==> config.mk <==
export PLATFORM = sky130hd
export DESIGN_NAME = find_global_bkt_lvl
export DESIGN_NICKNAME = d
export VERILOG_FILES = /design/src/verilog/bkt_pkg.sv /design/src/verilog/find_global_bkt_lvl.sv
export SDC_FILE = /design/constraint.sdc
export NUM_CORES = 1
export LEC_CHECK = 0
export BUFFER_PORTS_ARGS = -buffer_cell sky130_fd_sc_hd__buf_2
export CAP_MARGIN = 20
export CORE_MARGIN = 2
export CORE_UTILIZATION = 45
export DETAILED_ROUTE_END_ITERATION = 7
export HOLD_SLACK_MARGIN = 0.12
export PLACE_DENSITY = 0.82
export REMOVE_ABC_BUFFERS = 1
export SYNTH_ARGS = -nofsm -noshare
export SYNTH_HDL_FRONTEND = slang
export SYNTH_SLANG_ARGS = --single-unit
==> constraint.sdc <==
create_clock -name clk -period 3.9 [get_ports clk]
set_input_delay 0.39 -clock clk [delete_from_list [all_inputs] [get_ports clk]]
set_output_delay 0.39 -clock clk [all_outputs]
set_load 0.01 [all_outputs]
==> src/verilog/bkt_pkg.sv <==
/*
 * Shared definitions for the backtrack-level search subsystem
 *   - bin id and decision level widths with their vector types
 *   - level-state entry layout, bin id above the has_bkt flag
 *   - APB address and data types, register offsets
 *   - finder FSM state encoding
 */
`default_nettype none

package bkt_pkg;

    localparam int BIN_W = 10;
    localparam int LVL_W = 16;

    typedef logic [LVL_W-1:0] lvl_t;
    typedef logic [BIN_W-1:0] bin_t;
    typedef logic [BIN_W:0]   lvl_state_t;  // {bin, has_bkt}

    typedef logic [7:0]  apb_addr_t;
    typedef logic [31:0] apb_data_t;

    // ##########################################################################
    // Register map
    localparam apb_addr_t REG_CTRL    = 8'h00;  // Bit 0 starts a search
    localparam apb_addr_t REG_LVL_IN  = 8'h04;
    localparam apb_addr_t REG_STATUS  = 8'h08;  // {unsat, done, busy}
    localparam apb_addr_t REG_RESULT  = 8'h0C;  // {bin, level}
    localparam apb_addr_t REG_LS_ADDR = 8'h10;
    localparam apb_addr_t REG_LS_DATA = 8'h14;

    typedef enum logic [2:0] {
        IDLE,
        READ,
        CHECK,
        MARK,
        DONE
    } find_state_e;

endpackage

`default_nettype wire

==> src/verilog/find_global_bkt_lvl.sv <==
/*
 * Global backtrack-level finder
 *   - walks the level-state memory down from the starting level
 *   - stops at the first level with has_bkt clear, or at level 0
 *   - marks that level as flipped, or reports unsat when exhausted
 */
`timescale 1ns/1ps
`default_nettype none

module find_global_bkt_lvl #(
    parameter int DEPTH_LOG2 = 9
) (
    input  wire                         clk,
    input  wire                         rst,

    // Control
    input  wire                         start_find,
    input  wire  bkt_pkg::lvl_t         bkt_lvl_i,
    output logic                        done_find,
    output bkt_pkg::lvl_t               bkt_lvl_o,
    output bkt_pkg::bin_t               bkt_bin_o,
    output logic                        unsat_o,

    // Level-state memory
    output logic                        apply_find_o,
    output logic                        ram_we_o,
    output logic [DEPTH_LOG2-1:0]       ram_addr_o,
    output bkt_pkg::lvl_state_t         ram_wdata_o,
    input  wire  bkt_pkg::lvl_state_t   ram_rdata_i
);

    import bkt_pkg::*;

    find_state_e state_q;
    find_state_e state_d;
    lvl_t        lvl_cnt_q;
    bin_t        bin_q;
    logic        unsat_q;
    logic        has_bkt;
    logic        walk_on;

    assign has_bkt = ram_rdata_i[0];
    assign walk_on = has_bkt && (lvl_cnt_q != '0);  // Keep descending

    // ##########################################################################
    // State machine
    always_ff @(posedge clk)
    begin
        if (rst)
            state_q <= IDLE;
        else
            state_q <= state_d;
    end

    always_comb
    begin
        state_d = state_q;
        case (state_q)
            IDLE:
                if (start_find)
                    state_d = READ;
            READ:
                state_d = CHECK;  // Wait for read data
            CHECK:
                if (walk_on)
                    state_d = READ;
                else
                    state_d = MARK;
            MARK:
                state_d = DONE;
            DONE:
                state_d = IDLE;
            default:
                state_d = IDLE;
        endcase
    end

    // ##########################################################################
    // Level counter and result
    always_ff @(posedge clk)
    begin
        if (state_q == IDLE && start_find)
            lvl_cnt_q <= bkt_lvl_i;
        else if (state_q == CHECK)
        begin
            bin_q   <= ram_rdata_i[BIN_W:1];
            unsat_q <= has_bkt;  // Only kept when the walk stops
            if (walk_on)
                lvl_cnt_q <= lvl_cnt_q - 1'b1;
        end
    end

    assign bkt_lvl_o = lvl_cnt_q;
    assign bkt_bin_o = bin_q;
    assign unsat_o   = unsat_q;
    assign done_find = (state_q == DONE);

    // Memory port, held from start to done
    assign apply_find_o = (state_q != IDLE);
    assign ram_addr_o   = lvl_cnt_q[DEPTH_LOG2-1:0];
    assign ram_we_o     = (state_q == MARK) && !unsat_q;
    assign ram_wdata_o  = {bin_q, 1'b1};  // Same bin, flipped once

    // ##########################################################################
    // Assertions

    // Marked entry comes back through the port in the cycle after DONE
    a_we_marks_last_level: assert property (
        @(posedge clk) disable iff (rst)
        $past(ram_we_o, 2) |-> ram_rdata_i == $past(ram_wdata_o, 2)
    ) else $error("marked level-state entry did not read back as written");

    a_done_pulse: assert property (
        @(posedge clk) disable iff (rst)
        done_find |=> !done_find
    ) else $error("done_find longer than one cycle");

    // Front end refuses a start while a search runs
    a_start_when_idle: assert property (
        @(posedge clk) disable iff (rst)
        start_find |-> state_q == IDLE
    ) else $error("start_find during a search");

endmodule

`default_nettype wire

==> Yosys cells after proc, flatten, opt, wreduce, memory -nomap -nowiden <==
Index checks and enable logic that the tools add are counted.
{ "op_classes": {"mux": 6, "n_reduce_logical": 11, "add_sub_neg": 1, "bitwise": 1, "eq_ne": 5} }
{ "ops": {"columns": ["operator", "n"], "rows": [
  ["16-bit two-way mux", 3],
  ["16-bit nonzero test", 1],
  ["16-bit by 1-bit subtractor with 16-bit output (second input constant)", 1],
  ["3-bit one-hot mux with 4 select lines", 1],
  ["3-bit by 2-bit equality test with 1-bit output (second input constant)", 2],
  ["2-bit AND reduction", 2],
  ["2-bit nonzero test", 2],
  ["3-bit by 1-bit equality test with 1-bit output (second input constant)", 1],
  ["3-bit equality test (second input constant)", 1],
  ["1-bit logical AND", 3],
  ["3-bit logical NOT", 1],
  ["3-bit two-way mux", 1],
  ["3-bit nonzero test", 1],
  ["2-bit two-way mux", 1],
  ["2-bit != test (second input constant)", 1],
  ["1-bit logical NOT", 1],
  ["1-bit NOT", 1]
]} }
{ "totals": {"register_bits": 30, "wordCells": 28, "input_bits": 30} }

==> Depth between registers and ports, before layout <==
{ "depth": {"ltp_word": 5, "mapped_depth": 6, "mapped_depth_nobuf": 6} }

==> Worst setup path after synthesis <==
No wires, ideal clock.
{ "synth_timing": {"path_type": "register -> register", "start": "reg state_q[1]", "end": "reg lvl_cnt_q[0], in the netlist bkt_lvl_o[0] (enable)", "path_buffers": 0, "period_less_slack_ps": 2162, "arrival_time_ps": 1822, "setup_ps": 340, "path_stages_with_launch": 4, "required_time_ps": 3560, "path_slack_ps": 1738, "path_cell_list": "dfxtp_1 -> inv_1 -> nor3_1 -> a31o_2"} }
{ "synth_via": {"elab_chain_cells": 4} }
{ "synth_lines": {"columns": ["element", "line", "source"], "rows": [
  ["from (decl)", "find_global_bkt_lvl.sv:34", "find_state_e state_q;"],
  ["from (signal assigned)", "find_global_bkt_lvl.sv:52", "state_q <= state_d;"],
  ["3-bit logical NOT", "find_global_bkt_lvl.sv:82", "if (state_q == IDLE && start_find)"],
  ["1-bit logical AND", "find_global_bkt_lvl.sv:82", null],
  ["2-bit nonzero test (no line)", null, null],
  ["2-bit AND reduction (no line) (*)", null, null],
  ["to (signal assigned)", "find_global_bkt_lvl.sv:83", "lvl_cnt_q <= bkt_lvl_i;"],
  ["to (signal assigned)", "find_global_bkt_lvl.sv:89", "lvl_cnt_q <= lvl_cnt_q - 1'b1;"],
  ["to (decl)", "find_global_bkt_lvl.sv:36", "lvl_t lvl_cnt_q;"]
]} }
Mark *: on every way between the ends. The rest lies on a longest branch, timed or not.
A chain may end at the register's enable or synchronous reset.

==> Worst setup path in the final report <==
{ "layout_timing": {"start": "reg lvl_cnt_q[0], in the netlist bkt_lvl_o[0]", "end": "reg lvl_cnt_q[4], in the netlist bkt_lvl_o[4] (enable)"} }
{ "layout_via": {"elab_chain_cells": 4} }
{ "layout_lines": {"columns": ["element", "line", "source"], "rows": [
  ["16-bit nonzero test", "find_global_bkt_lvl.sv:43", "assign walk_on = has_bkt && (lvl_cnt_q != '0);"],
  ["1-bit logical AND", "find_global_bkt_lvl.sv:43", null],
  ["2-bit nonzero test (no line)", null, null],
  ["2-bit AND reduction (no line)", null, null]
]} }
No other way between the ends.

==> run summary <==
DRC errors left -> 0
Post-DP HPWL -> 2420 um
Reg2reg path depth -> 5
Starting Density -> 0.478
R2r setup slk -> 1.78 ns
Leakage -> 0.830 nW
Setup-failing EPs final -> 0
CP arrival -> 2.18 ns
Post-synth ARST share -> 0
First-pass GRT wire length -> 5150 um
Final hold violation count -> 0
Critical Path RT -> 3.95 ns
Crit-path cells -> inv_1, ha_1, nor3b_2, nand4_1, a31o_2
Total setup buffers inserted after CTS -> 0
Final instance area -> 1970 um^2
Sequential share of the synthesized area -> 0.537
Post-route setup slack -> 1.78 ns
CTS resizes -> 0
Routed vias/inst -> 4.93
Main synth FF type -> edfxtp_1
Startpoint types -> flop
Syn Std Cell Area -> 1620 um^2
Global Route Usage Sum -> 0.169
Number of CTS-inserted buffers -> 5
Final Critical Period -> 2.12 ns
Setup_tns -> 0 ns
Wire per inst -> 12.8 um
Unrepaired setup endpoints after global routing -> false
Outcome -> complete, no violations
Die ar. -> 4100 um^2
I/O pins -> 80
Reg-to-reg endpoint -> bkt_lvl_o[4]$_DFFE_PP_
Critical-path maximum fanout -> 16
CTS root buf -> clkbuf_4
Synthesized area per cell -> 11.3 um^2
Hold endpoint -> bkt_bin_o[4]$_DFFE_PP_
Initial antenna violation count -> 0
P&R area growth vs syn -> 21.4%
Core area -> 3390 um^2
Critical Path End Type -> flop
Routed Antenna Nets -> 0
H-tree levels -> 2
Setup Skew -> 0.00759 ns
Clock Path Buffers -> 2
R2R Path Start -> bkt_lvl_o[0]$_DFFE_PP_
CP max-delay cell -> edfxtp_1
Nets -> 239
Cell family with most CP delay -> simple AND/OR/NAND/NOR gates
IO buf count -> 78
CTS tree -> done
Die width -> 64.0 um
FP Rows -> 21
Setup WS pre-CTS -> 1.81 ns
WHS Path Cells -> 1
Final cycle utilization of the critical path -> 0.544
Gpl congestion -> 0.863
Synthesis Warnings -> 0
Crit path kind -> flop to flop
WP buf/inv -> 1
Max_cap viols -> 0
VDD IR max -> 0.000197 V
Overflow after GRT -> 0
Max Transition Viols Final -> 0
Number of synthesized register bits -> 30
Min-delay src -> ram_rdata_i[5]
Clock Latency Late Sink -> 0.34 ns
# diodes -> 0
Cell count after synthesis -> 144
First-iteration detailed-routing DRC count -> 56
Final Util -> 0.580
EDFF count, synth -> 27
Drt first pass iters -> 4
Routed WL -> 3280 um
Clock transition at path regs -> 0.09 ns
Unique cell type count in the Yosys netlist -> 29
Pwr dens -> 403 nW/um^2
Via count -> 1256
Chip Height -> 64.0 um
Max Clk Rate -> 0.471 GHz
CTS Sinks -> 30
Critical Path Max Stage Delay -> 0.50 ns
Vias in the first global route -> 1137
DP Area -> 1910 um^2
CTS Hold Bufs -> 0
Layout cell share with drive strength beyond 1 -> 0.464
Largest net degree at the start of global routing -> 29
Hold Crit Class -> input pin to flop
-- registers in the layout (all words and copies together) (netlist names) --
signal,cells
bkt_lvl_o,16
unsat_o,1
bkt_bin_o,10
state_q,3
-- cell families after synthesis --
kind of cell / Yosys count / synth area share
compound gates: 19 / 0.0788
xor+xnor: 13 / 0.0703
simple gates: 53 / 0.185
other cells: 1 / 0.00231
flops: 30 / 0.537
fa+ha+maj: 1 / 0.00772
buf+inv: 27 / 0.118
-- cell type report --
type	instances	area, um^2
clock buffers	7	55.1
clock inverters	1	5.00
fillers	299	1420
inverters	4	15.0
multi-input cells	87	558
flip-flops and latches	30	871
well taps	46	57.6
repair buffers	80	405
-- power breakdown --
| part | switching (mW) | total [mW] | internal [mW] | leakage [nW] |
|---|---|---|---|---|
| combinational | 0.0917 | 0.166 | 0.0739 | 0.515 |
| clock | 0.108 | 0.196 | 0.0872 | 0.0353 |
| sequential | 0.0407 | 0.432 | 0.391 | 0.280 |
| total | 0.241 | 0.793 | 0.552 | 0.830 |
-- worst max path at each step --
stage                     cells past startpoint  slack, ns                    start                      to
after floorplan                               3       1.74  state_q[1]$_SDFFE_PP0P_  bkt_lvl_o[0]$_DFFE_PP_
after global placement                        5       1.92   bkt_lvl_o[0]$_DFFE_PP_  bkt_lvl_o[4]$_DFFE_PP_
after detailed placement                      5       1.81   bkt_lvl_o[0]$_DFFE_PP_  bkt_lvl_o[6]$_DFFE_PP_
after CTS                                     5       1.80   bkt_lvl_o[0]$_DFFE_PP_  bkt_lvl_o[3]$_DFFE_PP_
after global routing                          5       1.57   bkt_lvl_o[0]$_DFFE_PP_  bkt_lvl_o[1]$_DFFE_PP_
final                                         5       1.78   bkt_lvl_o[0]$_DFFE_PP_  bkt_lvl_o[4]$_DFFE_PP_
-- Yosys cell counts, types with 4 or more instances --
| master | instances | area (um^2) |
|---|---|---|
| inv_1 | 4 | 15.0 |
| edfxtp_1 | 27 | 811 |
| buf_4 | 22 | 165 |
| o21ai_0 | 6 | 30.0 |
| nand2_1 | 19 | 71.3 |
| o21ai_2 | 6 | 52.6 |
| nand4_1 | 4 | 25.0 |
| nor2_1 | 8 | 30.0 |
| nor4_1 | 5 | 31.3 |
| xor2_1 | 10 | 87.6 |
| nor3_1 | 4 | 20.0 |
-- placed cells by master, fill, tap and decap left out --
master,count
nor3_1,4
o21ai_0,6
nor3b_1,1
clkbuf_1,1
buf_4,2
clkinv_2,1
edfxtp_1,27
conb_1,1
nand3b_1,3
buf_2,78
clkbuf_4,5
nor3b_2,1
nand3_1,3
and2b_1,1
xnor2_1,3
nand4_1,4
nor4_1,5
nor4_4,2
a21oi_1,2
nor4b_1,1
and2_1,1
nand2_1,19
clkbuf_8,1
a31o_2,1
inv_1,4
ha_1,1
o21ai_1,2
xor2_1,10
nor2_1,8
a21o_1,1
dfxtp_1,3
o21ai_2,6
o31a_1,1
-- per-layer routing --
metal | GRT usage | up-vias | wire length [um]
li1 | - | 620 | -
met1 | 0.196 | 558 | 1420
met2 | 0.272 | 70 | 1460
met3 | 0.0511 | 8 | 322
met4 | 0.101 | 0 | 73
met5 | 0 | - | 0
-- metrics by stage --
| stage | std cells | hold WS [ns] | power [mW] |
|---|---|---|---|
| 2_1_floorplan | 121 | 0.462 | 0.527 |
| 5_1_grt | 255 | 0.201 | 0.835 |
| 4_1_cts | 255 | 0.211 | 0.800 |
| 3_3_place_gp | 247 | 0.519 | 0.600 |
| 6_report | 255 | 0.223 | 0.793 |
| 3_5_place_dp | 247 | 0.547 | 0.605 |
(Power assumes the default switching activity.)
