[config.mk]
export PLATFORM = sky130hd
export DESIGN_NAME = bkt_apb_regs
export DESIGN_NICKNAME = d
export VERILOG_FILES = /design/src/verilog/bkt_pkg.sv /design/src/verilog/bkt_apb_regs.sv
export SDC_FILE = /design/constraint.sdc
export NUM_CORES = 1
export LEC_CHECK = 0
export BUFFER_PORTS_ARGS = -buffer_cell sky130_fd_sc_hd__buf_2
export CORE_MARGIN = 2
export CORE_UTILIZATION = 48
export DETAILED_ROUTE_END_ITERATION = 10
export PLACE_DENSITY = 0.86
export SLEW_MARGIN = 20
export SYNTH_ARGS = -nofsm -noshare
export SYNTH_HDL_FRONTEND = slang
export SYNTH_SLANG_ARGS = --single-unit
[constraint.sdc]
create_clock -name clk -period 2.3 [get_ports clk]
set_input_delay 0.115 -clock clk [delete_from_list [all_inputs] [get_ports clk]]
set_output_delay 0.115 -clock clk [all_outputs]
set_load 0.03 [all_outputs]
[src/verilog/bkt_pkg.sv]
/*
 * Shared definitions for the backtrack-level search subsystem
 *   - bin id and decision level widths with their vector types
 *   - level-state entry layout, bin id above the has_bkt flag
 *   - APB address and data types, register offsets
 *   - finder FSM state encoding
 */
`default_nettype none

package bkt_pkg;

    localparam int BIN_W = 10;
    localparam int LVL_W = 16;

    typedef logic [LVL_W-1:0] lvl_t;
    typedef logic [BIN_W-1:0] bin_t;
    typedef logic [BIN_W:0]   lvl_state_t;  // {bin, has_bkt}

    typedef logic [7:0]  apb_addr_t;
    typedef logic [31:0] apb_data_t;

    // ##########################################################################
    // Register map
    localparam apb_addr_t REG_CTRL    = 8'h00;  // Bit 0 starts a search
    localparam apb_addr_t REG_LVL_IN  = 8'h04;
    localparam apb_addr_t REG_STATUS  = 8'h08;  // {unsat, done, busy}
    localparam apb_addr_t REG_RESULT  = 8'h0C;  // {bin, level}
    localparam apb_addr_t REG_LS_ADDR = 8'h10;
    localparam apb_addr_t REG_LS_DATA = 8'h14;

    typedef enum logic [2:0] {
        IDLE,
        READ,
        CHECK,
        MARK,
        DONE
    } find_state_e;

endpackage

`default_nettype wire

[src/verilog/bkt_apb_regs.sv]
/*
 * APB3 slave of the backtrack-level search subsystem
 *   - control, status, result and level-state access registers
 *   - start pulse towards the finder, result capture on done
 *   - one wait state on level-state reads, refusal while busy
 */
`timescale 1ns/1ps
`default_nettype none

module bkt_apb_regs #(
    parameter int DEPTH_LOG2 = 9
) (
    input  wire                         clk,
    input  wire                         rst,

    // APB slave
    input  wire                         psel_i,
    input  wire                         penable_i,
    input  wire                         pwrite_i,
    input  wire  bkt_pkg::apb_addr_t    paddr_i,
    input  wire  bkt_pkg::apb_data_t    pwdata_i,
    output logic [31:0]                 prdata_o,
    output logic                        pready_o,
    output logic                        pslverr_o,

    // Finder
    output logic                        start_find_o,
    output bkt_pkg::lvl_t               bkt_lvl_o,
    input  wire                         done_find_i,
    input  wire  bkt_pkg::lvl_t         res_lvl_i,
    input  wire  bkt_pkg::bin_t         res_bin_i,
    input  wire                         unsat_i,

    // Level-state memory, host side
    output logic                        host_req_o,
    output logic                        host_we_o,
    output logic [DEPTH_LOG2-1:0]       host_addr_o,
    output bkt_pkg::lvl_state_t         host_wdata_o,
    input  wire  bkt_pkg::lvl_state_t   host_rdata_i
);

    import bkt_pkg::*;

    logic                  access;
    logic                  ls_hit;
    logic                  ctrl_start_wr;
    logic                  refuse;
    logic                  wr_en;
    logic                  ls_rd_first;
    apb_data_t             rd_data;

    logic                  busy_q;
    logic                  done_q;
    logic                  unsat_q;
    logic                  rd_wait_q;  // Second cycle of a memory read
    lvl_t                  lvl_in_q;
    logic [DEPTH_LOG2-1:0] ls_addr_q;
    lvl_t                  res_lvl_q;
    bin_t                  res_bin_q;

    // ##########################################################################
    // Decode
    assign access        = psel_i & penable_i;
    assign ls_hit        = (paddr_i == REG_LS_DATA);
    assign ctrl_start_wr = pwrite_i && (paddr_i == REG_CTRL) && pwdata_i[0];

    // Finder owns the memory while busy
    assign refuse      = access && busy_q && (ls_hit || ctrl_start_wr);
    assign wr_en       = access && pwrite_i && !refuse;
    assign ls_rd_first = access && ls_hit && !pwrite_i && !busy_q && !rd_wait_q;

    assign pready_o  = access && !ls_rd_first;
    assign pslverr_o = refuse;

    assign start_find_o = wr_en && (paddr_i == REG_CTRL) && pwdata_i[0];
    assign bkt_lvl_o    = lvl_in_q;

    assign host_req_o   = (wr_en && ls_hit) || ls_rd_first;
    assign host_we_o    = pwrite_i;
    assign host_addr_o  = ls_addr_q;
    assign host_wdata_o = pwdata_i[BIN_W:0];

    // ##########################################################################
    // Control and status
    always_ff @(posedge clk)
    begin
        if (rst)
        begin
            busy_q    <= 1'b0;
            done_q    <= 1'b0;
            unsat_q   <= 1'b0;
            rd_wait_q <= 1'b0;
        end
        else
        begin
            rd_wait_q <= ls_rd_first;
            if (start_find_o)
            begin
                busy_q  <= 1'b1;
                done_q  <= 1'b0;
                unsat_q <= 1'b0;
            end
            else if (done_find_i)
            begin
                busy_q  <= 1'b0;
                done_q  <= 1'b1;  // Sticky until next start
                unsat_q <= unsat_i;
            end
        end
    end

    always_ff @(posedge clk)
    begin
        if (rst)
        begin
            lvl_in_q  <= '0;
            ls_addr_q <= '0;
            res_lvl_q <= '0;
            res_bin_q <= '0;
        end
        else
        begin
            if (wr_en && paddr_i == REG_LVL_IN)
                lvl_in_q <= pwdata_i[LVL_W-1:0];
            if (wr_en && paddr_i == REG_LS_ADDR)
                ls_addr_q <= pwdata_i[DEPTH_LOG2-1:0];
            if (done_find_i)
            begin
                res_lvl_q <= res_lvl_i;
                res_bin_q <= res_bin_i;
            end
        end
    end

    // ##########################################################################
    // Read mux, unknown offsets read as zero
    always_comb
    begin
        rd_data = '0;
        case (paddr_i)
            REG_LVL_IN:  rd_data[LVL_W-1:0] = lvl_in_q;
            REG_STATUS:  rd_data[2:0] = {unsat_q, done_q, busy_q};
            REG_RESULT:
            begin
                rd_data[LVL_W-1:0]      = res_lvl_q;
                rd_data[LVL_W +: BIN_W] = res_bin_q;
            end
            REG_LS_ADDR: rd_data[DEPTH_LOG2-1:0] = ls_addr_q;
            REG_LS_DATA: rd_data[BIN_W:0] = host_rdata_i;  // Valid in wait cycle
            default:     rd_data = '0;
        endcase
    end

    assign prdata_o = (access && !pwrite_i && !refuse) ? rd_data : '0;

endmodule

`default_nettype wire

=== Word-level counts from Yosys, hierarchy flattened ===
Cells that the tools add are included.

* Register bits after elaboration: 55

* Equality and inequality tests: 5
* Mux-type cells: 8
* Bitwise operators: 1
* Reductions and logical operators: 28

{| class="wikitable"
|+ Operators with widths
! cell !! count
|-
| $mux 26 || 1
|-
| $pmux 6 s4 || 1
|-
| $logic_and 1x1->1 || 18
|-
| $eq 8x4->1 const B || 2
|-
| $eq 8x5->1 const B || 2
|-
| $pmux 3 s5 || 1
|-
| $mux 10 || 1
|-
| $pmux 5 s2 || 1
|-
| $eq 8x3->1 const B || 1
|-
| $logic_not 8->1 || 1
|-
| $pmux 2 s3 || 1
|-
| $logic_not 1->1 || 5
|-
| $logic_or 1x1->1 || 2
|-
| $mux 1 || 2
|-
| $reduce_bool 2->1 || 1
|-
| $reduce_or 2->1 || 1
|-
| $and 1x1->1 || 1
|}

=== Logic depth before layout (Yosys ltp) ===
Gate-level depths: netlist of run 1.

* Depth after elaboration: 10
* Mapped depth: 7

=== Least setup slack after synthesis of run 1 ===
No wires, ideal clock.

* Path type: in2out
* Start: input port paddr_i[1]
* End: output port host_req_o
* Data arrival time: 1.796 ns
* Data required time: 2.185 ns
* Slack: 0.389 ns
* Stages on the path: 4
* Path buffers: 0
* Cells stage by stage: or4_4 nor3_2 nand3_1 a2111oi_2

* Cells in the longest elaborated chain, start to end: 9
* Elaborated cells between the ends (all ways): 14
* Those cells by class: 1 x eq/ne; 13 x reduce/logical

{| class="wikitable"
|+ Ends and longest elaborated chain
! what !! line !! RTL
|-
| from (decl) || bkt_apb_regs.sv:20 || <nowiki>input wire bkt_pkg::apb_addr_t paddr_i,</nowiki>
|-
| $logic_not 8->1 || bkt_apb_regs.sv:65 || <nowiki>assign ctrl_start_wr = pwrite_i && (paddr_i == REG_CTRL) && pwdata_i[0];</nowiki>
|-
| $logic_and 1x1->1 (2 in series) || bkt_apb_regs.sv:65 ||
|-
| $logic_or 1x1->1 || bkt_apb_regs.sv:68 || <nowiki>assign refuse = access && busy_q && (ls_hit || ctrl_start_wr);</nowiki>
|-
| $logic_and 1x1->1 || bkt_apb_regs.sv:68 ||
|-
| $logic_not 1->1 || bkt_apb_regs.sv:69 || <nowiki>assign wr_en = access && pwrite_i && !refuse;</nowiki>
|-
| $logic_and 1x1->1 || bkt_apb_regs.sv:69 ||
|-
| $logic_and 1x1->1 || bkt_apb_regs.sv:78 || <nowiki>assign host_req_o = (wr_en && ls_hit) || ls_rd_first;</nowiki>
|-
| $logic_or 1x1->1 (*) || bkt_apb_regs.sv:78 ||
|-
| to (decl) || bkt_apb_regs.sv:35 || <nowiki>output logic host_req_o,</nowiki>
|}

Every way passes the cells marked *; elsewhere a longest branch is shown, timed or not.

=== Final worst setup path of run 1 ===
* Start: input port paddr_i[1]
* End: output port prdata_o[20]

* Cells in the longest elaborated chain, start to end: 8
* Elaborated cells between the ends (all ways): 11
* Those cells by class: 2 x eq/ne; 2 x mux; 7 x reduce/logical

{| class="wikitable"
|+ Ends and longest elaborated chain
! what !! line !! RTL
|-
| $logic_not 8->1 || bkt_apb_regs.sv:65 ||
|-
| $logic_and 1x1->1 (2 in series) || bkt_apb_regs.sv:65 ||
|-
| $logic_or 1x1->1 || bkt_apb_regs.sv:68 ||
|-
| $logic_and 1x1->1 || bkt_apb_regs.sv:68 ||
|-
| $logic_not 1->1 || bkt_apb_regs.sv:154 || <nowiki>assign prdata_o = (access && !pwrite_i && !refuse) ? rd_data : '0;</nowiki>
|-
| $logic_and 1x1->1 || bkt_apb_regs.sv:154 ||
|-
| $mux 26 (*) || bkt_apb_regs.sv:154 ||
|-
| to (decl) || bkt_apb_regs.sv:22 || <nowiki>output logic [31:0] prdata_o,</nowiki>
|}

Marked as above.

==> flow_summary.toml, run 1 <==
[status]
status = "finished clean"

[routing]
wire_per_inst_um = 14.56
routed_via_density = 5.339
drt_wl_total_um = 7485
first_iter_violations = 144
drtAntennaViolNets = 0
post-route-drc-count = 0
drt_pre_antenna_iters = 4
route.vias.total = 2744

[worst_setup_path]
startpoint_type = "input pin"
critical-path-max-stage-delay_ns = 0.57
slowest_stage = "or4_4"
worstPathMaxFanout = 10
cpMostUsedCell = "buf_2"
cp_data_arrival_time_ns = 1.91
buffers_plus_inverters_on_the_worst_setup_path = 2
timing.critical_path.cells = "buf_2, or4_4, nor4_4, and4b_1, and2_1, buf_2"
worst_setup_path_end_kind = "output port"
rrSetupSlack_ns = 1.12
critical_path.top_delay_family = "simple AND/OR/NAND/NOR gates"
worst-endpoint-required_ns = 2.18
timing_worst_setup_path_type = "input pin to output port"

[cts]
post_cts_hold_buffer_count = 0
buffer_type_at_the_clock_tree_root = "clkbuf_8"
setup_fix_buffers_added_after_clock_tree_synthesis = 0
clock_sinks = 55
h-tree-depth = 2
insertion_delay_ns = 0.30
tritoncts.num_buffers = 5
number_of_gates_given_a_new_drive_strength_after_cts = 0
clock_path_buffers = 2
path_clk_slew_ns = 0.09
tritoncts = "yes"

[timing]
post-route-period-util = 0.8799
hold_violations = 0
rsz_0062_raised_after_global_routing = "no"
worst-slew-pin-transition_ns = 0.8306
timing.max_slew.rel_slack = 0.4463
max_freq_mhz = 494.1
drv_slew = 0
skew_ns = 0.0001776
totalNegativeSetupSlack_ns = 0
final_period_minus_worst_setup_slack_ns = 2.024
finalSetupViolations = 0

[logic_synthesis]
ys_types = 39
netlist_area_mm2 = 0.002829
synth_seq_area_share = 0.3892
ys_warnings = 0
syn_area_per_cell_um2 = 8.625
ys_seq_elements = 55
syn-instance-count = 328

[floorplan]
area_of_the_die_mm2 = 0.006524
initial_utilization = 0.5045
die_x_um = 80.77
ios = 157
rows = 27
design.core.area_mm2 = 0.005608
die_h_um = 80.77

[layout]
num_antenna_cells = 0
postLayoutCellArea_mm2 = 0.003546
fillerInstances = 509
final-instance-count-excl-fill = 514
layout-drive-gt1-share = 0.3710
final_net_count = 526
synthToLayoutAreaGrowth_pct = 25.34

[power]
power.density_cell_area_mw_per_mm2 = 529.1
peak_supply_drop_mv = 0.3578
power.leakage_nw = 1.791

[global_route]
global_route.usage.total = 0.2289
met2_usage = 0.3867
maximum_number_of_pins_on_one_net_before_global_route_repair = 30
first_global_vias = 2509
globalRouteOverflowTotal = 0
top_usage_layer = "met2"
antenna_found_initial = 0
gr-usage-met1 = 0.2888
groute.layer.met3.usage = 0.06222
first_pass_grt_wire_length_um = 11740

[min_path]
hold_path_class = "input pin to flip-flop"

[placed_design]
dpl_cell_area_mm2 = 0.003443
post-place-cells = 507
place.gp.congestion = 0.8011
dp_hpwl_um = 5580
port-buffer-count = 134

[flow_run]
cap_viol_max_count = 0
-- area by class of cell --
cell class	instances	area, µm²	area share
Clock inverter	1	30.03	0.008469
Clock buffer	6	72.57	0.02047
Multi-Input combinational cell	234	1503	0.4238
Tap cell	72	90.09	0.02541
Inverter	3	11.26	0.003176
Sequential cell	55	1101	0.3105
Timing Repair Buffer	143	738.2	0.2082
-- Yosys cell counts (all sizes together) --
cell     count  area share
nand2b       3      0.0066
mux2i       41        0.15
nand2       38       0.050
clkbuf      11       0.015
a22o         6       0.019
o22ai        3      0.0066
nor3b        1      0.0027
o311a        1      0.0035
and4         1      0.0031
nand3        2      0.0035
o21ai        4      0.0071
inv          3      0.0040
conb         1      0.0013
a32oi        5       0.015
nor2b        2      0.0044
nor2        50       0.066
nor4         5       0.021
a21oi       18       0.032
and2        14       0.031
nand4        2      0.0044
and3         3      0.0066
a21o         1      0.0027
a2111oi      1      0.0053
buf         30       0.067
a22oi        9       0.024
o21a         1      0.0027
nor3         3      0.0071
nor4bb       1      0.0035
and4b        2      0.0071
dfxtp       55        0.39
or4          1      0.0040
o221ai       1      0.0031
mux2         9       0.036
-- placed cells by master (no fill, tap or decap), types with 4 or more instances in the layout --
cell / count
buf_4: 9
a22oi_1: 9
mux2_2: 9
a21oi_1: 18
mux2i_1: 41
a22o_1: 6
buf_2: 134
clkbuf_8: 5
conb_1: 6
nand2_1: 38
dfxtp_1: 55
nor2_1: 50
and2_1: 14
o21ai_0: 4
a32oi_1: 5
-- logic make-up after synthesis --
kind of cell    after synthesis  synth area share
flops                        55            0.3892
compound gates               50            0.1207
mux                          50            0.1809
other cells                   1          0.001326
simple gates                128            0.2216
buf+inv                      44           0.08624
-- final timing paths --
path	startpoint	end	cells after the start
max	paddr_i[1]	prdata_o[20]	6
min	res_bin_i[6]	res_bin_q[6]	3
max reg2reg	busy_q	done_q	5
min reg2reg	bkt_lvl_o[10]	bkt_lvl_o[10]	2
-- tightest hold or removal path, delay by kind of cell --
kind | cells | cell delay, ns
and+or+nand+nor | 1 | 0.07
buffers and inverters | 1 | 0.07
muxes | 1 | 0.05
-- where the power goes --
part	switching (mW)	internal, mW	total [mW]
combinational	0.151	0.108	0.259
sequential	0.0148	0.981	0.996
clock	0.301	0.320	0.621
-- per-stage QoR --
stage / setup WS (ns) / power [mW] / util / hold WS (ns)
global route: 0.1353 / 1.962 / 0.6323 / 0.03803
CTS: 0.2646 / 1.892 / 0.6323 / 0.03526
floorplan: 0.3886 / 1.194 / - / 0.2555
finish: 0.2763 / 1.876 / 0.6323 / 0.04231
global placement: 0.3022 / 1.271 / 0.6140 / 0.3479
detailed placement: 0.2716 / 1.277 / 0.6140 / 0.3550
-- per-layer routing --
layer / part of all wire / vias to the layer above
met5: 0 / -
met4: 0.014 / 0
met3: 0.089 / 10
met2: 0.48 / 120
met1: 0.42 / 1276
li1: - / 1338
-- sequential cells by signal, summed over array words and instances (netlist names) --
name,flops
bkt_lvl_o,16
res_bin_q,10
res_lvl_q,16
host_addr_o,9
busy_q,1
unsat_q,1
done_q,1
rd_wait_q,1
(Power assumes the default switching activity.)
==> run 2, diff against run 1 <==
--- a/config.mk
+++ b/config.mk
@@ -5,11 +5,12 @@
 export SDC_FILE = /design/constraint.sdc
 export NUM_CORES = 1
 export LEC_CHECK = 0
+export ABC_AREA = 1
 export BUFFER_PORTS_ARGS = -buffer_cell sky130_fd_sc_hd__buf_2
 export CORE_MARGIN = 2
 export CORE_UTILIZATION = 48
 export DETAILED_ROUTE_END_ITERATION = 10
-export PLACE_DENSITY = 0.86
+export PLACE_DENSITY = 0.85
 export SLEW_MARGIN = 20
 export SYNTH_ARGS = -nofsm -noshare
 export SYNTH_HDL_FRONTEND = slang
==> flow_summary.toml, run 2 <==
[power]
peak_supply_drop_mv = 0.3045
power.leakage_nw = 1.912
power.density_cell_area_mw_per_mm2 = 503.5
p_total_mw = 1.797

[worst_setup_path]
worst_setup_path_end_kind = "output port"
buffers_plus_inverters_on_the_worst_setup_path = 2
worst-endpoint-required_ns = 2.18
critical_path.top_delay_family = "simple AND/OR/NAND/NOR gates"
timing_worst_setup_path_type = "flip-flop to output port"
startpoint_type = "flip-flop"
rrSetupSlack_ns = 0.94
worstPathMaxFanout = 25
slowest_stage = "nand2_2"
timing.critical_path.cells = "inv_1, nor2_1, nand2_4, nand2_2, a21oi_1, buf_2"
critical-path-max-stage-delay_ns = 0.41
cp_data_arrival_time_ns = 1.78

[routing]
drt_pre_antenna_iters = 4
post-route-drc-count = 0
first_iter_violations = 85
drtAntennaViolNets = 0
wire_per_inst_um = 12.00
routed_via_density = 4.813
route.vias.total = 3095
drt_wl_total_um = 7716

[floorplan]
rows = 28
ios = 157
area_of_the_die_mm2 = 0.006696
design.core.area_mm2 = 0.005886
die_x_um = 81.83
die_h_um = 81.83
initial_utilization = 0.4940

[layout]
multiInputGateArea_mm2 = 0.001435
leading_cell_type_in_the_layout_fill_and_taps_excluded = "nor2_1"
fillerInstances = 590
final_net_count = 651
regArea_mm2 = 0.001101
layout-drive-gt1-share = 0.2870
final_cell_mix = "nor2_1 (136), buf_2 (134), nand2_1 (102)"
synthToLayoutAreaGrowth_pct = 22.72
num_antenna_cells = 0

[timing]
skew_ns = 0.003362
final_period_minus_worst_setup_slack_ns = 1.894
finalSetupViolations = 0
rsz_0062_raised_after_global_routing = "no"
timing.max_slew.rel_slack = 0.4948
max_freq_mhz = 528.0
worst-slew-pin-transition_ns = 0.7531
timing.hold.ws_ns = 0.03246
totalNegativeSetupSlack_ns = 0
post-route-period-util = 0.8234
hold_violations = 0
drv_slew = 0

[logic_synthesis]
synth_most_common_cell = "nor2_1"
synth_edf_count = 0
synth_top_flop_cell = "dfxtp_1"
synth-async-reset-ratio = 0
ys_types = 26
ys_warnings = 0
synth_simple_gate_area_share = 0.3855
synth.area.top_cells = "dfxtp_1 (38%), nor2_1 (18%), nand2_1 (13%)"
synth_seq_area_share = 0.3787
netlist_top_cells_count = "nor2_1 (136), nand2_1 (102), dfxtp_1 (55), o21ai_0 (44), inv_1 (35)"
synth_xor_xnor_area_share = 0
synth-compound-area-share = 0.09682
synthMuxAreaShare = 0.003442
synthDominantAreaCellType = "dfxtp_1"
synth_top_family_by_area = "simple AND/OR/NAND/NOR gates"
synth-adder-area-share = 0
syn-instance-count = 456
ys_seq_elements = 55
synth_largest_type_area_fraction = 0.3787
netlist_area_mm2 = 0.002908
syn_area_per_cell_um2 = 6.377

[cts]
tritoncts.num_buffers = 5
clock_sinks = 55
buffer_type_at_the_clock_tree_root = "clkbuf_8"
h-tree-depth = 2
path_clk_slew_ns = 0.09
tritoncts = "yes"
clock_path_buffers = 2
insertion_delay_ns = 0.30

[global_route]
global_route.usage.total = 0.2379
globalRouteOverflowTotal = 0
maximum_number_of_pins_on_one_net_before_global_route_repair = 53
first_global_vias = 2978
antenna_found_initial = 0
first_pass_grt_wire_length_um = 12560

[placed_design]
dp_hpwl_um = 5522
place.gp.congestion = 0.7722
port-buffer-count = 134

[status]
status = "finished clean"

[min_path]
hold_path_class = "input pin to flip-flop"

[flow_run]
cap_viol_max_count = 0
run 2: path summary, 6_finish.rpt:
path	from	to	cells after the start
worst max-delay path	busy_q	prdata_o[2]	6
worst min-delay path	res_lvl_i[13]	res_lvl_q[13]	3
worst max register to register	busy_q	bkt_lvl_o[14]	7
worst min register to register	done_q	done_q	2
run 2: metal layers:
layer	vias to the layer above	share of wire	track usage
met5	-	0	0
met4	0	0.0079	0.05833
met3	4	0.074	0.04945
met2	109	0.51	0.4504
met1	1388	0.41	0.2695
li1	1594	-	-
run 2: report_power, final:
part / switching [mW] / total, mW / internal [mW]
sequential: 0.0157 / 1.00 / 0.986
clock: 0.301 / 0.577 / 0.276
combinational: 0.141 / 0.218 / 0.0772
run 2: cell type report:
class | count | share of cell area
clock buffers | 8 | 0.02805
inverters | 38 | 0.03997
multi-input cells | 330 | 0.4022
flip-flops and latches | 55 | 0.3086
well taps | 75 | 0.02630
repair buffers | 137 | 0.1950
run 2: logic make-up after synthesis:
family,after synthesis
AOI/OAI and AO/OA,56
buffers and inverters,76
DFF,55
and+or+nand+nor,267
muxes,1
other,1
run 2: worst register-to-register path, stage by stage (launching register included):
cell	delay, ns
dfxtp_1	0.37
inv_1	0.07
nor2_1	0.18
nand2_4	0.12
nand3_4	0.29
nand2_1	0.11
nand2_1	0.08
nor2_1	0.04
run 2: metrics by stage:
stage | cell area, µm² | util | setup slack, ns | instances
2_1_floorplan | 2927 | - | 0.8092 | 461
3_3_place_gp | 3458 | 0.5876 | 0.4970 | 634
3_5_place_dp | 3458 | 0.5876 | 0.4440 | 634
4_1_cts | 3568 | 0.6063 | 0.3966 | 643
5_1_grt | 3568 | 0.6063 | 0.3027 | 643
6_report | 3568 | 0.6063 | 0.4062 | 643
run 2: what timing repair did:
action	CTS	global route
buffers inserted	0	0
hold endpoints to repair	2	0
hold buffers	1	0
gates resized for setup	0	0
==> run 3, diff against run 2 <==
--- a/config.mk
+++ b/config.mk
@@ -8,9 +8,9 @@
 export ABC_AREA = 1
 export BUFFER_PORTS_ARGS = -buffer_cell sky130_fd_sc_hd__buf_2
 export CORE_MARGIN = 2
-export CORE_UTILIZATION = 48
+export CORE_UTILIZATION = 45
 export DETAILED_ROUTE_END_ITERATION = 10
-export PLACE_DENSITY = 0.85
+export PLACE_DENSITY = 0.8
 export SLEW_MARGIN = 20
 export SYNTH_ARGS = -nofsm -noshare
 export SYNTH_HDL_FRONTEND = slang
==> constraint.sdc (replaced) <==
create_clock -name clk -period 1.75 [get_ports clk]
set_input_delay 0.0875 -clock clk [delete_from_list [all_inputs] [get_ports clk]]
set_output_delay 0.0875 -clock clk [all_outputs]
set_load 0.03 [all_outputs]
==> flow_summary.toml, run 3 (synthesis results as in run 2) <==
[placed_design]
dpl_cell_area_mm2 = 0.003546
port-buffer-count = 134
post-place-cells = 644
place.gp.congestion = 0.8754
dp_hpwl_um = 5835

[global_route]
globalRouteOverflowTotal = 0
first_pass_grt_wire_length_um = 12630
first_global_vias = 2960
antenna_found_initial = 0
maximum_number_of_pins_on_one_net_before_global_route_repair = 53
global_route.usage.total = 0.2132

[flow_run]
cap_viol_max_count = 0

[worst_setup_path]
worstPathMaxFanout = 19
rrSetupSlack_ns = 0.38
r2r_start = "busy_q"
cp_data_arrival_time_ns = 1.57
worst_r2r_path_depth = 7
startpoint_type = "flip-flop"
worst_setup_path_end_kind = "output port"
setup.worst_path.start = "busy_q"
timing_worst_setup_path_type = "flip-flop to output port"
worst-endpoint-required_ns = 1.66
worstReg2RegEnd = "bkt_lvl_o[7]"

[power]
internal_power_mw = 1.773
power.leakage_nw = 1.964
peak_supply_drop_mv = 0.5517
netSwitchingFraction = 0.2527
share_seq_of_total_power = 0.555
pwr-share-clk = 0.316
power_frac_comb = 0.129
p_switching_mw = 0.5994
power.density_cell_area_mw_per_mm2 = 640.7

[cts]
tritoncts = "yes"
clock_path_buffers = 2
path_clk_slew_ns = 0.09
h-tree-depth = 2
tritoncts.num_buffers = 5
insertion_delay_ns = 0.30
buffer_type_at_the_clock_tree_root = "clkbuf_8"
clock_sinks = 55

[floorplan]
area_of_the_die_mm2 = 0.007121
die_x_um = 84.39
die_h_um = 84.39
initial_utilization = 0.4606
ios = 157
design.core.area_mm2 = 0.006314
rows = 29

[min_path]
min_from = "res_bin_i[2]"
hold_path_depth = 3
timing.hold.worst_endpoint = "res_bin_q[2]"
hold_path_class = "input pin to flip-flop"

[timing]
post-route-period-util = 0.9453
skew_ns = 0.005744
totalNegativeSetupSlack_ns = 0
final_period_minus_worst_setup_slack_ns = 1.654
drv_slew = 0
finalSetupViolations = 0
max_freq_mhz = 604.5
hold_violations = 0

[layout]
final_net_count = 663
leading_cell_type_in_the_layout_fill_and_taps_excluded = "nor2_1"
postLayoutCellArea_mm2 = 0.003702
num_antenna_cells = 0
layout-drive-gt1-share = 0.2966
final-instance-count-excl-fill = 657
final_cell_mix = "nor2_1 (136), buf_2 (133), nand2_1 (102)"
synthToLayoutAreaGrowth_pct = 27.32
fillerInstances = 635

[routing]
drtAntennaViolNets = 0
drt_wl_total_um = 8049
first_iter_violations = 115
route.vias.total = 3180
routed_via_density = 4.840
post-route-drc-count = 0
wire_per_inst_um = 12.25
drt_pre_antenna_iters = 5

[status]
status = "finished clean"
==> run 3: cell types whose count changed in the layout (fill, tap and decap cells not counted), sizes merged <==
cell,previous run,this run
dlygate4sd3,1,5
inv,37,36
clkinvlp,0,1
buf,136,144
==> run 3: timing repair <==
action / 4_1_cts / 5_1_grt
endpoints found under the setup margin: 0 / 3
setup buffers: 0 / 0
gates resized for setup: 0 / 3
endpoints found under the hold margin: 5 / 1
hold buffers: 4 / 1
==> run 3: layer usage <==
metal	part of all wire	track usage	vias to the layer above	wire length (µm)
li1	-	-	1615	-
met1	0.43	0.2538	1428	3442
met2	0.49	0.3867	133	3978
met3	0.071	0.04720	4	574
met4	0.0067	0.05772	0	54
met5	0	0	-	0
==> run 3: worst max-delay path, stage by stage (launching register included) <==
cell and delay (ns):
dfxtp_1 0.33, inv_1 0.08, nor2_1 0.07, nand2_4 0.14, nand2_2 0.10, buf_12 0.16, a21oi_1 0.16, buf_2 0.23
==> run 3: power groups by stage <==
stage | Sequential, mW | Clock (mW) | Combinational, mW
3_3_place_gp | 1.34 | 0 | 0.290
4_1_cts | 1.32 | 0.784 | 0.304
5_1_grt | 1.32 | 0.819 | 0.335
3_5_place_dp | 1.35 | 0 | 0.295
2_1_floorplan | 1.34 | 0 | 0.190
6_report | 1.32 | 0.750 | 0.306
==> run 3: stage by stage <==
| stage | util | power [mW] | hold WS [ns] | setup WS (ns) |
|---|---|---|---|---|
| after global placement | 0.5616 | 1.633 | 0.2813 | 0.1481 |
| after global routing | 0.5864 | 2.475 | 0.002958 | -0.005411 |
| after detailed placement | 0.5616 | 1.640 | 0.2838 | 0.09801 |
| after floorplan | - | 1.530 | 0.1566 | 0.3142 |
| final | 0.5864 | 2.372 | 0.01265 | 0.09566 |
| after CTS | 0.5838 | 2.403 | 0.001606 | 0.09731 |
==> run 3: layout make-up <==
type / count / area [µm²] / share of cell area
multi-input cells: 330 / 1435 / 0.3876
flip-flops and latches: 55 / 1101 / 0.2974
repair buffers: 149 / 823.3 / 0.2224
clock buffers: 8 / 100.1 / 0.02704
well taps: 77 / 96.34 / 0.02602
inverters: 38 / 146.4 / 0.03954
==> run 3: how the worst max path moves through the flow <==
stage                               to  depth (start not counted)
final                      prdata_o[2]                          7
after global routing      prdata_o[12]                          7
after CTS                  prdata_o[1]                          7
after detailed placement  bkt_lvl_o[0]                          9
after global placement     prdata_o[9]                         12
after floorplan            prdata_o[8]                          8
